`config.mk`:
```
export PLATFORM = sky130hd
export DESIGN_NAME = peak_picker
export DESIGN_NICKNAME = d
export VERILOG_FILES = /design/src/verilog/pitch_pkg.sv /design/src/verilog/peak_picker.sv
export SDC_FILE = /design/constraint.sdc
export NUM_CORES = 1
export LEC_CHECK = 0
export BUFFER_PORTS_ARGS = -buffer_cell sky130_fd_sc_hd__buf_2
export CORE_UTILIZATION = 55
export CTS_CLUSTER_DIAMETER = 150
export DETAILED_ROUTE_END_ITERATION = 10
export PLACE_DENSITY = 0.86
export SLEW_MARGIN = 20
export SYNTH_ARGS = -nofsm -noshare
export SYNTH_HDL_FRONTEND = slang
export SYNTH_SLANG_ARGS = --single-unit
```
`constraint.sdc`:
```
create_clock -name clk -period 8.05 [get_ports clk]
set_input_delay 0.805 -clock clk [delete_from_list [all_inputs] [get_ports clk]]
set_output_delay 0.805 -clock clk [all_outputs]
set_load 0.05 [all_outputs]
```
`src/verilog/pitch_pkg.sv`:
```
package pitch_pkg;

	typedef logic signed [15:0] sample_t;
	typedef logic signed [31:0] acc_t;
	typedef logic [6:0] addr_t;
	typedef logic [6:0] lag_t;

	localparam int L_FRAME = 40;
	localparam int HIST_LEN = 60;	// also the largest legal lag
	localparam int BUF_DEPTH = HIST_LEN + L_FRAME;

	localparam acc_t MAX_32 = 32'sh7fff_ffff;
	localparam acc_t MIN_32 = 32'sh8000_0000;
	localparam sample_t MAX_16 = 16'sh7fff;

	// 1/sqrt table, entries 16..64 of the normalized input
	localparam sample_t INV_SQRT_TAB [49] = '{
		16'sd32767, 16'sd31790, 16'sd30894, 16'sd30070, 16'sd29309, 16'sd28602, 16'sd27945,
		16'sd27330, 16'sd26755, 16'sd26214, 16'sd25705, 16'sd25225, 16'sd24770, 16'sd24339,
		16'sd23930, 16'sd23541, 16'sd23170, 16'sd22817, 16'sd22479, 16'sd22155, 16'sd21845,
		16'sd21548, 16'sd21263, 16'sd20988, 16'sd20724, 16'sd20470, 16'sd20225, 16'sd19988,
		16'sd19760, 16'sd19539, 16'sd19326, 16'sd19119, 16'sd18919, 16'sd18725, 16'sd18536,
		16'sd18354, 16'sd18176, 16'sd18004, 16'sd17837, 16'sd17674, 16'sd17515, 16'sd17361,
		16'sd17211, 16'sd17064, 16'sd16921, 16'sd16782, 16'sd16646, 16'sd16514, 16'sd16384
	};

	////////////////////////////////////////////////////////////
	// saturating fractional operators

	function automatic acc_t l_mult(input sample_t a, input sample_t b);
		acc_t p;
		p = a * b;
		if (p == 32'sh4000_0000)	// -1 * -1
			return MAX_32;
		return p <<< 1;
	endfunction

	function automatic acc_t l_add(input acc_t a, input acc_t b);
		logic signed [32:0] s;
		s = a + b;
		if (s[32] != s[31])
			return s[32] ? MIN_32 : MAX_32;
		return s[31:0];
	endfunction

	function automatic acc_t l_sub(input acc_t a, input acc_t b);
		logic signed [32:0] s;
		s = a - b;
		if (s[32] != s[31])
			return s[32] ? MIN_32 : MAX_32;
		return s[31:0];
	endfunction

	function automatic acc_t l_mac(input acc_t acc, input sample_t a, input sample_t b);
		return l_add(acc, l_mult(a, b));
	endfunction

	// only -1 * -1 can overflow here
	function automatic sample_t mult(input sample_t a, input sample_t b);
		acc_t p;
		p = (a * b) >>> 15;
		if (p > 32'sd32767)
			return MAX_16;
		return p[15:0];
	endfunction

endpackage

```
`src/verilog/peak_picker.sv`:
```
module peak_picker (
	input  logic            clk,
	input  logic            reset,
	input  pitch_pkg::lag_t lag_max,
	input  logic            corr_valid,
	input  pitch_pkg::acc_t corr,
	input  pitch_pkg::lag_t corr_lag,
	input  logic            sweep_done,
	output logic            peak_valid,
	output pitch_pkg::lag_t best_lag,
	output pitch_pkg::acc_t best_corr
);
	import pitch_pkg::*;

	acc_t base;
	acc_t diff;
	logic take;

	// first lag of a sweep compares against the floor
	assign base = (corr_lag == lag_max) ? MIN_32 : best_corr;
	assign diff = l_sub(corr, base);
	assign take = !diff[31];	// ties go to the later, smaller lag

	always_ff @(posedge clk)
	begin
		if (reset)
		begin
			peak_valid <= 1'b0;
			best_corr <= MIN_32;
			best_lag <= lag_max;
		end
		else
		begin
			peak_valid <= sweep_done;
			if (corr_valid && take)
			begin
				best_corr <= corr;
				best_lag <= corr_lag;
			end
		end
	end

endmodule

```
; ---- After elaboration in Yosys (flattened, before gate mapping)
; Cells that the tools add are included.
[classes]
addsub = 1
eq_ne = 2
n_mux = 7
n_reduce_logical = 3
[ops]
columns = cell, n
row1 = $mux 32, 4
row2 = $sub 32x32->33, 1
row3 = $mux 7, 2
row4 = $eq 7x7->1, 1
row5 = $reduce_bool 2->1, 1
row6 = $logic_and 1x1->1, 1
row7 = $logic_not 1->1, 1
row8 = $mux 1, 1
row9 = $ne 1x1->1, 1
[word_totals]
reg_bits = 40
out_inout_bits = 40
wordCells = 16

; ---- Logic depth before layout (Yosys ltp)
; Gate-level depths: netlist of run 1.
[logic_depth]
depth_word = 10
depth_mapped = 13
depth_no_buf = 11

; ---- Worst setup path after synthesis of run 1
; Ideal clock, no wire load.
[synth_timing]
path_kind = input -> register
start = in lag_max[0]
end = reg best_lag[0], enable pin
setup_ps = 324
t_arrival_ps = 3303
t_required_ps = 7726
slack_ps = 4423
path_stages = 12
path_buffers = 1
cell_sequence = xnor2_1 > nand4_1 > nand4b_1 > clkbuf_1 > nand2_1 > ha_1 > a211oi_2 > o21ai_1 > o221a_1 > or4_4 > o2111ai_4 > or2_1
[synth_via]
elab_chain_cells = 9
elab_cells_between_ends = 11
classes_between = 1 x add/sub / 2 x eq/ne / 5 x mux / 3 x reduce/logical
[synth_rtl]
columns = item, line_no
row1 = from (decl), peak_picker.sv:4  ; input pitch_pkg::lag_t lag_max,
row2 = $eq 7x7->1 (*), peak_picker.sv:20  ; assign base = (corr_lag == lag_max) ? MIN_32 : best_corr;
row3 = $mux 32 (*), peak_picker.sv:20
row4 = $sub 32x32->33 (*), pitch_pkg.sv:48  ; s = a - b;
row5 = $mux 32 / $ne 1x1->1 (equally long branches), "pitch_pkg.sv:50, pitch_pkg.sv:49"
row6 = $mux 32 / $mux 1 (equally long branches), pitch_pkg.sv:49  ; if (s[32] != s[31])
row7 = $mux 32 (*), pitch_pkg.sv:51  ; return s[31:0];
row8 = $logic_not 1->1 (*), peak_picker.sv:22  ; assign take = !diff[31];
row9 = $logic_and 1x1->1 (*), peak_picker.sv:35  ; if (corr_valid && take)
row10 = $reduce_bool 2->1 (no source line) (*), --
row11 = to (signal assigned), peak_picker.sv:30  ; best_lag <= lag_max;
row12 = to (signal assigned), peak_picker.sv:38  ; best_lag <= corr_lag;
row13 = to (decl), peak_picker.sv:10  ; output pitch_pkg::lag_t best_lag,
; Every way passes the cells marked *; elsewhere a longest branch is shown, timed or not. The select of a mux whose other input is x is not followed.
; A chain may end at the register's enable or synchronous reset.

; ---- Final worst setup path of run 1
[layout_timing]
start = in lag_max[4]
end = reg best_corr[31]
[layout_via]
elab_chain_cells = 8
elab_cells_between_ends = 10
classes_between = 1 x add/sub / 2 x eq/ne / 5 x mux / 2 x reduce/logical
[layout_rtl]
columns = item, line_no
row1 = $eq 7x7->1 (*), peak_picker.sv:20
row2 = $mux 32 (*), peak_picker.sv:20
row3 = $sub 32x32->33 (*), pitch_pkg.sv:48
row4 = $mux 32 / $ne 1x1->1 (equally long branches), "pitch_pkg.sv:50, pitch_pkg.sv:49"
row5 = $mux 32 / $mux 1 (equally long branches), pitch_pkg.sv:49
row6 = $mux 32 (*), pitch_pkg.sv:51
row7 = $logic_not 1->1 (*), peak_picker.sv:22
row8 = $logic_and 1x1->1 (*), peak_picker.sv:35
row9 = to (signal assigned), peak_picker.sv:37  ; best_corr <= corr;
row10 = to (decl), peak_picker.sv:11  ; output pitch_pkg::acc_t best_corr
; Marks and branches as above.

==> results of run 1 <==
-- sequential cells by signal (all words and copies together) (netlist names) --
name and flops:
peak_valid 1, best_corr 32, best_lag 7
-- worst paths after layout --
kind                       from             to  slack, ps  cells past startpoint
setup / recovery     lag_max[4]  best_corr[31]       4180                     14
hold / removal     best_corr[0]   best_corr[0]        490                      2
setup reg to reg  best_corr[23]  best_corr[31]       5170                      9
hold reg to reg    best_corr[0]   best_corr[0]        490                      2
-- final cells by class --
| cell class | instances | area [um^2] | share of cell area |
|---|---|---|---|
| Multi-Input combinational cell | 231 | 1740 | 0.538 |
| Clock buffer | 7 | 76.3 | 0.0236 |
| Sequential cell | 40 | 871 | 0.270 |
| Tap cell | 67 | 83.8 | 0.0260 |
| Timing Repair Buffer | 91 | 460 | 0.143 |
-- power groups by stage --
stage               clock [mW]  sequential (mW)  combinational, mW
floorplan                    0            0.339              0.131
CTS                      0.131            0.248              0.273
global route             0.139            0.251              0.294
finish                   0.128            0.248              0.271
detailed placement           0            0.252              0.271
global placement             0            0.252              0.263
-- placed cells by master (no fill, tap or decap), drive strengths merged, types with 2 or more instances in the layout --
cell and n:
nand2b 64, ha 31, xnor2 7, nor2b 2, mux2 7, o21ai 4, clkbuf 7, nor2 7
dfxtp 33, a21o 4, nand4 10, a21oi 12, nand3 4, mux2i 32, edfxtp 7, nand2 36
buf 91, o21a 2
-- per-stage QoR --
stage	cells	hold WS, ps
final	436	488
after floorplan	285	704
after CTS	436	492
after global routing	436	510
after detailed placement	429	480
after global placement	429	473
-- synth_stat cells, types with 7 or more instances --
| master | count | area [um^2] |
|---|---|---|
| sky130_fd_sc_hd__ha_1 | 31 | 388 |
| sky130_fd_sc_hd__nand4_1 | 10 | 62.6 |
| sky130_fd_sc_hd__nand2b_1 | 64 | 400 |
| sky130_fd_sc_hd__a21oi_1 | 12 | 60.1 |
| sky130_fd_sc_hd__clkbuf_1 | 11 | 41.3 |
| sky130_fd_sc_hd__dfxtp_1 | 33 | 661 |
| sky130_fd_sc_hd__nand2_1 | 36 | 135 |
| sky130_fd_sc_hd__xnor2_1 | 7 | 61.3 |
| sky130_fd_sc_hd__mux2i_1 | 32 | 320 |
| sky130_fd_sc_hd__mux2_2 | 7 | 78.8 |
| sky130_fd_sc_hd__nor2_1 | 7 | 26.3 |
| sky130_fd_sc_hd__edfxtp_1 | 7 | 210 |
-- routing by layer --
layer  GRT usage  routed length [um]  vias to the layer above  share of wire
met5           0                   0                        -              0
met4      0.0741                  51                        0         0.0089
met3      0.0611                 337                        5          0.059
met2       0.425                2860                       73           0.50
met1       0.242                2470                     1070           0.43
li1            -                   -                     1156              -
-- worst max-delay path: stages --
cell                        delay, ps
sky130_fd_sc_hd__buf_2            110
sky130_fd_sc_hd__xnor2_1          190
sky130_fd_sc_hd__nand4_1          140
sky130_fd_sc_hd__nand4b_1         190
sky130_fd_sc_hd__buf_4            250
sky130_fd_sc_hd__nand2_1          110
sky130_fd_sc_hd__ha_1             260
sky130_fd_sc_hd__a211oi_2         180
sky130_fd_sc_hd__o21ai_1          100
sky130_fd_sc_hd__o221a_1          270
sky130_fd_sc_hd__or4_4            530
sky130_fd_sc_hd__o2111ai_4        240
sky130_fd_sc_hd__buf_4            440
sky130_fd_sc_hd__mux2i_1          240
-- cell families after synthesis --
kind of cell	Yosys count	synth area share
simple gates	126	0.252
flops	40	0.321
mux	39	0.147
fa+ha+maj	31	0.143
compound gates	28	0.0758
buf+inv	14	0.0374
xor+xnor	7	0.0226
==> reports/results.txt, run 1 <==
The logs give 0.321 for the share of synthesized area occupied by flip-flops and latches and 0 for the number of violations of the max-capacitance limit. After detailed routing, the total wire length is 5.72 mm. The wire length of the first global-routing pass is 9.25 mm, and the number of register bits inferred by synthesis is 40.

The internal power of the cells totals 0.384 mW. The die area is 5210 um^2. The worst setup path is captured at a flip-flop. The tools report the antenna diode count as 0. Setup repair after global routing left no endpoint under its margin.

The portion of the clock cycle consumed by the worst path in the final layout came out at 0.480. The total power per unit cell area is 200 nW/um^2, and the share of power burned in the clock network is 0.198. The post-detailed-route wirelength per cell works out to 13.1 um.

Along the worst path, the maximum fanout reaches 31. The logs give 5 for the number of buffers added by the clock tree synthesis step and 90 for the I/O pin count. The worst clock skew was 2.48 ps; the combinational group share of total power was 0.419.

The switching portion of total power was 0.407. The worst setup path is launched from an input pin. Data arrives at the worst endpoint at 4090 ps. The net switching component of the power was 0.264 mW. The cell count after synthesis came out at 285.

In this run, distinct cell masters in the synthesized netlist total 28. The run gives 4720 um^2 as the placeable core area. The leakage power is 1.42 nW. Starting utilization of the core area: 0.574. The number of hold-slack violations in the final timing report is 0, and the number of placement rows is 25. The power after layout was 0.647 mW; the power share of the sequential group was 0.383. Entering global routing, the biggest net connects 74 pins. For the post-CTS setup buffer count, the log shows 0.

The number of nets handed over by synthesis was 366. The routed layout has 2304 vias. Averaged over all synthesized cells, the footprint is 9.50 um^2.

The insertion delay of the later-clocked pin in the worst-skew pair is 290 ps. After filler insertion, the fill cell instance count of the layout stands at 390. The H-tree generated during clock tree synthesis spans 2 levels. The worst hold path belongs to the class reg -> reg. The worst-case headroom to the max-slew limit came out at 0.371. The number of max-slew violations in the final report came out at 0. The cell sitting at the root of the clock tree is a sky130_fd_sc_hd__clkbuf_8. After global routing the overflow that remains totals 0. The cell area that synthesis handed to floorplanning was 2710 um^2. Counting flops with a built-in enable in the synthesized netlist gives 7. The clock-pin slew on the worst setup and hold paths was 70 ps. The flow ran to the end, and the final reports show no timing, DRC or antenna violations. The count of endpoints failing setup in the final report was 0; the peak supply drop was 0.117 mV. The tools report the via count of the first global-routing pass as 2271. For the post-detailed-placement cell area, the log shows 3150 um^2. The final estimated routing congestion in global placement came out at 0.785. Detailed placement finished with a half-perimeter wire length of 4.35 mm. For this run, the leading register cell type out of synthesis is sky130_fd_sc_hd__dfxtp_1.

The DRC violation count after routing was 0. The tools report the overall routing resource usage as 0.226. Counting along the longest clock path gives a buffer depth of 2. The measured slew at the worst slew-check pin is 943 ps, and the number of antenna violations at the first check in global routing is 0. Derived from the worst setup path, the maximum achievable clock frequency is 0.259 GHz. TritonCTS built the clock tree. After clock tree synthesis, the repair step resized 0 gates. The fraction of final layout cells with drive strength greater than 1 was 0.290; the required time at the worst-slack endpoint was 8270 ps.

The design area is 3230 um^2, and the number of DRC markers in iteration 0 is 158. The critical setup path kind is in -> reg. In this run the vertical extent of the chip is 72.2 um. The area growth from synthesis to layout is 19.2%.

The via count normalized by instance count is 5.28, and the least setup slack across all paths after layout is 4180 ps. Measured along the x axis, the die boundary spans 72.2 um. The final core area utilization is 0.683, and the setup TNS after final layout is 0 ps.

Counting every sink on the clock net gives 40. The layout net count was 450; the post-route minimum period was 3870 ps. Buffers inserted to repair hold after CTS numbered 0. The count of buffers from port buffering was 89. During synthesis, Yosys emitted a total of 0 warnings.

The detail route stage leaves a number of antenna-violating nets equal to 0. The fraction of registers with async set/reset came out at 0. For the first-pass iteration count of the detailed router, the log shows 4. OpenSTA, run right after detailed placement, puts the worst setup slack at 3850 ps.
No activity file was read; power rests on OpenSTA's default activity.
==> inputs of run 2 (changes only) <==
--- a/config.mk
+++ b/config.mk
@@ -6,10 +6,10 @@
 export NUM_CORES = 1
 export LEC_CHECK = 0
 export BUFFER_PORTS_ARGS = -buffer_cell sky130_fd_sc_hd__buf_2
-export CORE_UTILIZATION = 55
+export CORE_UTILIZATION = 46
 export CTS_CLUSTER_DIAMETER = 150
 export DETAILED_ROUTE_END_ITERATION = 10
-export PLACE_DENSITY = 0.86
+export PLACE_DENSITY = 0.77
 export SLEW_MARGIN = 20
 export SYNTH_ARGS = -nofsm -noshare
 export SYNTH_HDL_FRONTEND = slang
==> constraint.sdc (replaced) <==
create_clock -name clk -period 3.5 [get_ports clk]
set_input_delay 0.35 -clock clk [delete_from_list [all_inputs] [get_ports clk]]
set_output_delay 0.35 -clock clk [all_outputs]
set_load 0.05 [all_outputs]
==> reports/results.txt, run 2 (synthesis gave the netlist of run 1 again) <==
Leading cell type in the layout, fill and taps excluded: sky130_fd_sc_hd__buf_2. The number of max-slew violations in the final report was 0 (unchanged). The first-pass iteration count of the detailed router is 4 (unchanged), and the placeable core area is 5610 um^2 (+19%). Half-perimeter wire length after placement: 4.59 mm (+5.5%). The classification of the worst-slack hold path is in -> reg. For the detailed-route via count, the log shows 2305 (+0.043%). The horizontal die dimension was 78.7 um (+9.1%); the design area was 3260 um^2 (+1.1%).

In this run the critical register-to-register path is launched from best_corr[23]. The remaining global-route overflow is 0 (unchanged), and the maximum buffer depth of the clock tree is 2 (unchanged). The logs give 5.84 mm (+2.1%) for the final wirelength and 10.6 ps (+8.08 ps) for the worst clock skew. Leaving out fill and tap cells, the most frequent cells in the layout are sky130_fd_sc_hd__buf_2, sky130_fd_sc_hd__nand2b_1, sky130_fd_sc_hd__nand2_1, sky130_fd_sc_hd__dfxtp_1, sky130_fd_sc_hd__mux2i_1. The number of placement rows is 27 (+8.0%), and the portion of the clock cycle consumed by the worst path in the final layout is 0.882.

The post-detailed-placement cell area is 3190 um^2 (+1.1%), and the vertical die dimension is 78.7 um (+9.1%). The final estimated routing congestion in global placement is 0.784 (about the same). The achievable clock frequency was 0.324 GHz; the total number of clock tree sinks was 40 (unchanged). The run gives 0.483 (-0.0905) as the starting utilization of the core area. Type of element launching the critical path: an input pin.

The total power per unit cell area is 455 nW/um^2 (+130%). The tools report the overall routing resource usage as 0.193 (-0.0327). The worst setup path is of the in -> reg kind.

The largest registers in the layout are best_corr x32, best_lag x7, peak_valid x1. The worst hold path terminates at peak_valid. The DRC violation count after routing is 0 (unchanged), and the number of DRC markers in iteration 0 is 70 (-56%). The run finished with clean final reports.

The antenna diode count is 0 (unchanged). The wire length of the first global-routing pass came out at 9.60 mm (+3.9%). The run gives 5 (unchanged) as the number of buffers added by the clock tree synthesis step. The post-CTS setup buffer count was 0 (unchanged); the via count normalized by instance count was 5.20 (-1.5%). The layout net count was 452 (+0.44%). The flip-flop count of the largest register, all copies and words added is 32 (unchanged), and the leakage power is 1.44 nW (+1.4%).

The largest fanout on the critical path is 31 (unchanged). The tools report the via count of the first global-routing pass as 2259 (-0.53%). The number of hold-slack violations in the final timing report was 0 (unchanged). The logs give 0 (unchanged) for the number of violations of the max-capacitance limit and 0 (unchanged) for the count of nets left with antenna violations after detail routing.

The largest net degree at the start of global routing is 52 (-30%), and the count of buffers from port buffering is 89 (unchanged). The measured slew at the worst slew-check pin was 689 ps (-254 ps); the peak supply drop was 0.277 mV (+140%). The fraction of final layout cells with drive strength greater than 1 came out at 0.296 (+0.00652). The power after layout came out at 1.49 mW (+130%). The H-tree depth came out at 2 (unchanged). The tools report the worst-case headroom to the max-slew limit as 0.541 (+0.169). TritonCTS built the clock tree. Setup repair after global routing left no endpoint under its margin.

The I/O pin count was 90 (unchanged). Counting flops per register, the top entry is best_corr. The post-detailed-route wirelength per cell was 13.2 um (+0.50%); the count of endpoints failing setup in the final report was 0 (unchanged). Worst endpoint data arrival time: 3300 ps (-790 ps). The number of buffers inserted for hold repair after clock tree synthesis is 0 (unchanged), and the die area is 6200 um^2 (+19%). The cell depth of the worst flop-to-flop path is 9 (unchanged).

The tree is rooted in a sky130_fd_sc_hd__clkbuf_8. STA classifies the critical path endpoint as a flip-flop. The endpoint identified for the worst register-to-register timing path is best_corr[5]. The logs give 0 (unchanged) for the number of antenna violations at the first check in global routing and 3710 ps (-4560 ps) for the required time at the worst-slack endpoint. The insertion delay of the later-clocked pin in the worst-skew pair was 290 ps (about the same).

The origin of the worst min-delay path was sweep_done. The depth of the worst hold-timing path was 2 (unchanged); the slack of the worst reg-to-reg path was 920 ps (-4250 ps). The run gives 0 (unchanged) as the number of gates resized after cts. The relative area change from synthesis to final layout was 20.5%.

The run gives 0 ps (unchanged) as the setup TNS after final layout. Clock-pin slew on the worst setup and hold paths: 80 ps (about the same). The post-route minimum period works out to 3090 ps.
[run 2: power by group]
part / switching [mW] / internal, mW
Sequential: 0.0410 / 0.530
Clock: 0.154 / 0.136
Combinational: 0.407 / 0.217
Total: 0.602 / 0.883
[run 2: worst max-delay path: stages]
cell and delay, ps:
sky130_fd_sc_hd__buf_2 110, sky130_fd_sc_hd__xnor2_1 180, sky130_fd_sc_hd__nand4_1 110, sky130_fd_sc_hd__nand4b_1 240, sky130_fd_sc_hd__buf_12 210, sky130_fd_sc_hd__nand2_1 80, sky130_fd_sc_hd__ha_1 260, sky130_fd_sc_hd__a211oi_2 180
sky130_fd_sc_hd__o21ai_1 90, sky130_fd_sc_hd__o221a_1 260, sky130_fd_sc_hd__or4_4 530, sky130_fd_sc_hd__o2111ai_4 90, sky130_fd_sc_hd__buf_4 350, sky130_fd_sc_hd__mux2i_1 230
[run 2: layer usage]
metal	GRT usage	share of wire	vias up
met2	0.352	0.50	70
met5	0	0	-
met3	0.0540	0.059	6
met4	0.0463	0.0063	0
met1	0.220	0.43	1066
li1	-	-	1163
[run 2: layout make-up]
type | instances | area (um^2)
fillers | 519 | 2340
multi-input cells | 231 | 1740
flip-flops and latches | 40 | 871
repair buffers | 93 | 488
well taps | 72 | 90.1
clock buffers | 6 | 72.6
clock inverters | 1 | 5.00
[run 2: worst max path at each step]
stage | to | start | slack, ps | cells past startpoint
floorplan | best_lag[0] | lag_max[0] | 330 | 12
global placement | best_lag[3] | corr_lag[3] | 130 | 13
detailed placement | best_corr[5] | corr_lag[3] | 70 | 14
CTS | best_corr[5] | corr_lag[3] | 370 | 14
global route | best_corr[5] | corr_lag[3] | 150 | 14
finish | best_corr[5] | corr_lag[3] | 410 | 14
[run 2: per-stage QoR]
stage | worst slack, ps | util | hold WS (ps) | std cells
floorplan | 328 | - | 478 | 285
global placement | 134 | 0.568 | 473 | 436
detailed placement | 75.0 | 0.568 | 476 | 436
CTS | 373 | 0.582 | 270 | 443
global route | 145 | 0.582 | 264 | 443
finish | 414 | 0.582 | 279 | 443
==> inputs of run 3 (changes only) <==
--- a/config.mk
+++ b/config.mk
@@ -6,10 +6,12 @@
 export NUM_CORES = 1
 export LEC_CHECK = 0
 export BUFFER_PORTS_ARGS = -buffer_cell sky130_fd_sc_hd__buf_2
-export CORE_UTILIZATION = 46
+export CELL_PAD_IN_SITES_DETAIL_PLACEMENT = 0
+export CELL_PAD_IN_SITES_GLOBAL_PLACEMENT = 2
+export CORE_UTILIZATION = 27
 export CTS_CLUSTER_DIAMETER = 150
 export DETAILED_ROUTE_END_ITERATION = 10
-export PLACE_DENSITY = 0.77
+export PLACE_DENSITY_LB_ADDON = 0.1
 export SLEW_MARGIN = 20
 export SYNTH_ARGS = -nofsm -noshare
 export SYNTH_HDL_FRONTEND = slang
==> reports/results.txt, run 3 (synthesis gave the netlist of run 1 again) <==
Portion of the clock cycle consumed by the worst path in the final layout: 0.894 (+0.0119). The largest registers in the layout are best_corr x32, best_lag x7, peak_valid x1. Count of endpoints failing setup in the final report: 0 (unchanged).

The tools report the layout net count as 454 (+0.44%). Setup repair after global routing left no endpoint under its margin. The remaining global-route overflow came out at 0 (unchanged). The first-pass iteration count of the detailed router is 4 (unchanged), and the placeable core area is 9730 um^2 (+73%). The number of violations of the max-capacitance limit came out at 0 (unchanged). The final estimated routing congestion in global placement was 0.672 (-14%). The logs give 3290 um^2 (+3.3%) for the post-detailed-placement cell area and 0 (unchanged) for the number of gates resized after cts.

The post-route minimum period was 3130 ps (+41.7 ps). The half-perimeter wire length after placement came out at 4.99 mm (+8.8%). The count of nets left with antenna violations after detail routing is 0 (unchanged), and the vertical die dimension is 102 um (+30%).

Largest fanout on the critical path: 23 (-26%). The logs give 1.52 mW (+2.2%) for the power after layout and 90 (unchanged) for the I/O pin count. The cell sitting at the root of the clock tree is a sky130_fd_sc_hd__clkbuf_8. The leakage power is 1.46 nW (+1.2%). The tools report the final wirelength as 6.49 mm (+11%). The tools report the post-CTS setup buffer count as 0 (unchanged). The clock-pin slew on the worst setup and hold paths is 90 ps (about the same). Number of max-slew violations in the final report: 0 (unchanged). The run finished with clean final reports.

For the antenna diode count, the log shows 0 (unchanged). The logs give 36 (+33%) for the number of placement rows and 0.375 (-0.010) for the power share of the sequential group. The overall routing resource usage is 0.128 (-0.0652), and the post-detailed-route wirelength per cell is 12.8 um (-3.0%). The wire length of the first global-routing pass is 10.3 mm (+7.5%), and the number of buffers added by the clock tree synthesis step is 5 (unchanged). The run gives 3100 ps (-200 ps) as the worst endpoint data arrival time. The logs give 0.652 (+0.112) for the worst-case headroom to the max-slew limit and 0.347 (-0.235) for the final core area utilization. Horizontal die dimension: 102 um (+30%). The number of DRC markers in iteration 0 is 49 (-30%). From synthesis to final layout, the design area changed by 24.5%. The combinational group share of total power was 0.420 (about the same); the share of power burned in the clock network was 0.205 (+0.010). The number of antenna violations at the first check in global routing is 0 (unchanged).

The worst hold path belongs to the class in -> reg. The final hold slack was 256 ps (-23.0 ps). Leaving out fill and tap cells, the most frequent cells in the layout are sky130_fd_sc_hd__buf_2, sky130_fd_sc_hd__nand2b_1, sky130_fd_sc_hd__nand2_1, sky130_fd_sc_hd__dfxtp_1, sky130_fd_sc_hd__mux2i_1. For the insertion delay of the later-clocked pin in the worst-skew pair, the log shows 300 ps (about the same). The achievable clock frequency is 0.320 GHz (-1.3%). The tools report the largest net degree at the start of global routing as 43 (-17%). The number of hold-slack violations in the final timing report came out at 0 (unchanged). The design area was 3370 um^2 (+3.3%); the via count normalized by instance count was 4.40 (-15%). The tools report the H-tree depth as 2 (unchanged). Required time at the worst-slack endpoint: 3480 ps (-230 ps). For the net switching component of the power, the log shows 0.627 mW (+4.1%).

Via count of the first global-routing pass: 2138 (-5.4%). The logs give 10400 um^2 (+68%) for the die area and 0 (unchanged) for the DRC violation count after routing. The critical setup path kind was in -> reg. The maximum buffer depth of the clock tree came out at 2 (unchanged). The number of buffers inserted for hold repair after clock tree synthesis is 0 (unchanged). Register with the most flip-flops: best_corr.

TritonCTS built the clock tree. For the starting utilization of the core area, the log shows 0.278 (-0.205). The count of buffers from port buffering was 89 (unchanged).

Fraction of final layout cells with drive strength greater than 1: 0.302 (+0.00564). The total power per unit cell area was 450 nW/um^2 (-1.1%). The worst clock skew is 7.70 ps (-2.85 ps), and the internal portion of total power is 0.891 mW (+0.97%). The run gives 40 (unchanged) as the total number of clock tree sinks.

The worst setup path is captured at a flip-flop. The detailed-route via count was 2231 (-3.2%). The flip-flop count of the largest register, all copies and words added is 32 (unchanged), and the peak supply drop is 0.167 mV (-40%). Measured slew at the worst slew-check pin: 522 ps (-167 ps). STA classifies the critical path startpoint as an input pin. The number of fill cells in the layout came out at 1084 (+110%). Switching portion of total power: 0.413 (+0.00746). The leading cell type in the layout, fill and taps excluded was sky130_fd_sc_hd__buf_2.
-- run 3: cell count changes in the layout (fill, tap and decap cells not counted) --
cell	change
sky130_fd_sc_hd__buf_4	+1
sky130_fd_sc_hd__buf_12	+1
sky130_fd_sc_hd__clkbuf_1	-1
sky130_fd_sc_hd__clkinv_1	+1
sky130_fd_sc_hd__clkinv_2	+1
-- run 3: per-stage QoR --
stage / setup slack (ps) / setup TNS, ps / instances
global placement: 81.4 / 0 / 499
detailed placement: -24.7 / -172 / 499
CTS: 315 / 0 / 507
finish: 372 / 0 / 507
floorplan: 328 / 0 / 285
global route: 176 / 0 / 507
-- run 3: power by group through the flow --
stage | Sequential, mW | Combinational [mW] | Clock [mW]
5_1_grt | 0.578 | 0.699 | 0.349
3_5_place_dp | 0.580 | 0.651 | 0
6_report | 0.569 | 0.638 | 0.311
3_3_place_gp | 0.580 | 0.649 | 0
4_1_cts | 0.570 | 0.653 | 0.336
2_1_floorplan | 0.779 | 0.301 | 0
-- run 3: layout make-up --
type	count	area [um^2]	area share
clock buffers	5	68.8	0.0204
clock inverters	3	13.8	0.00408
multi-input cells	231	1740	0.515
flip-flops and latches	40	871	0.258
well taps	133	166	0.0494
repair buffers	95	515	0.153
-- run 3: worst max-delay path, cell delays in order --
cell and delay, ps:
sky130_fd_sc_hd__buf_2 110, sky130_fd_sc_hd__xnor2_1 160, sky130_fd_sc_hd__nand4_1 150, sky130_fd_sc_hd__nand4b_1 250, sky130_fd_sc_hd__buf_12 200, sky130_fd_sc_hd__nand2_1 70
sky130_fd_sc_hd__ha_1 240, sky130_fd_sc_hd__a21oi_1 150, sky130_fd_sc_hd__o21ai_0 130, sky130_fd_sc_hd__o221a_1 300, sky130_fd_sc_hd__or4_4 530, sky130_fd_sc_hd__o2111ai_4 110
sky130_fd_sc_hd__or2_1 350
-- run 3: layer usage --
metal / global-route usage / vias up / wire [um] / part of all wire
met4: 0.0363 / 0 / 61 / 0.0094
met3: 0.0301 / 7 / 359 / 0.055
met5: 0 / - / 0 / 0
met1: 0.174 / 994 / 3310 / 0.51
met2: 0.201 / 61 / 2750 / 0.42
li1: - / 1169 / - / -
-- run 3: final timing paths --
check | from | endpoint | depth (start not counted) | slack (ps)
setup / recovery | corr_lag[1] | best_lag[0] | 13 | 370
hold / removal | sweep_done | peak_valid | 2 | 260
setup reg to reg | best_corr[19] | best_lag[0] | 8 | 870
hold reg to reg | best_corr[30] | best_corr[30] | 2 | 490
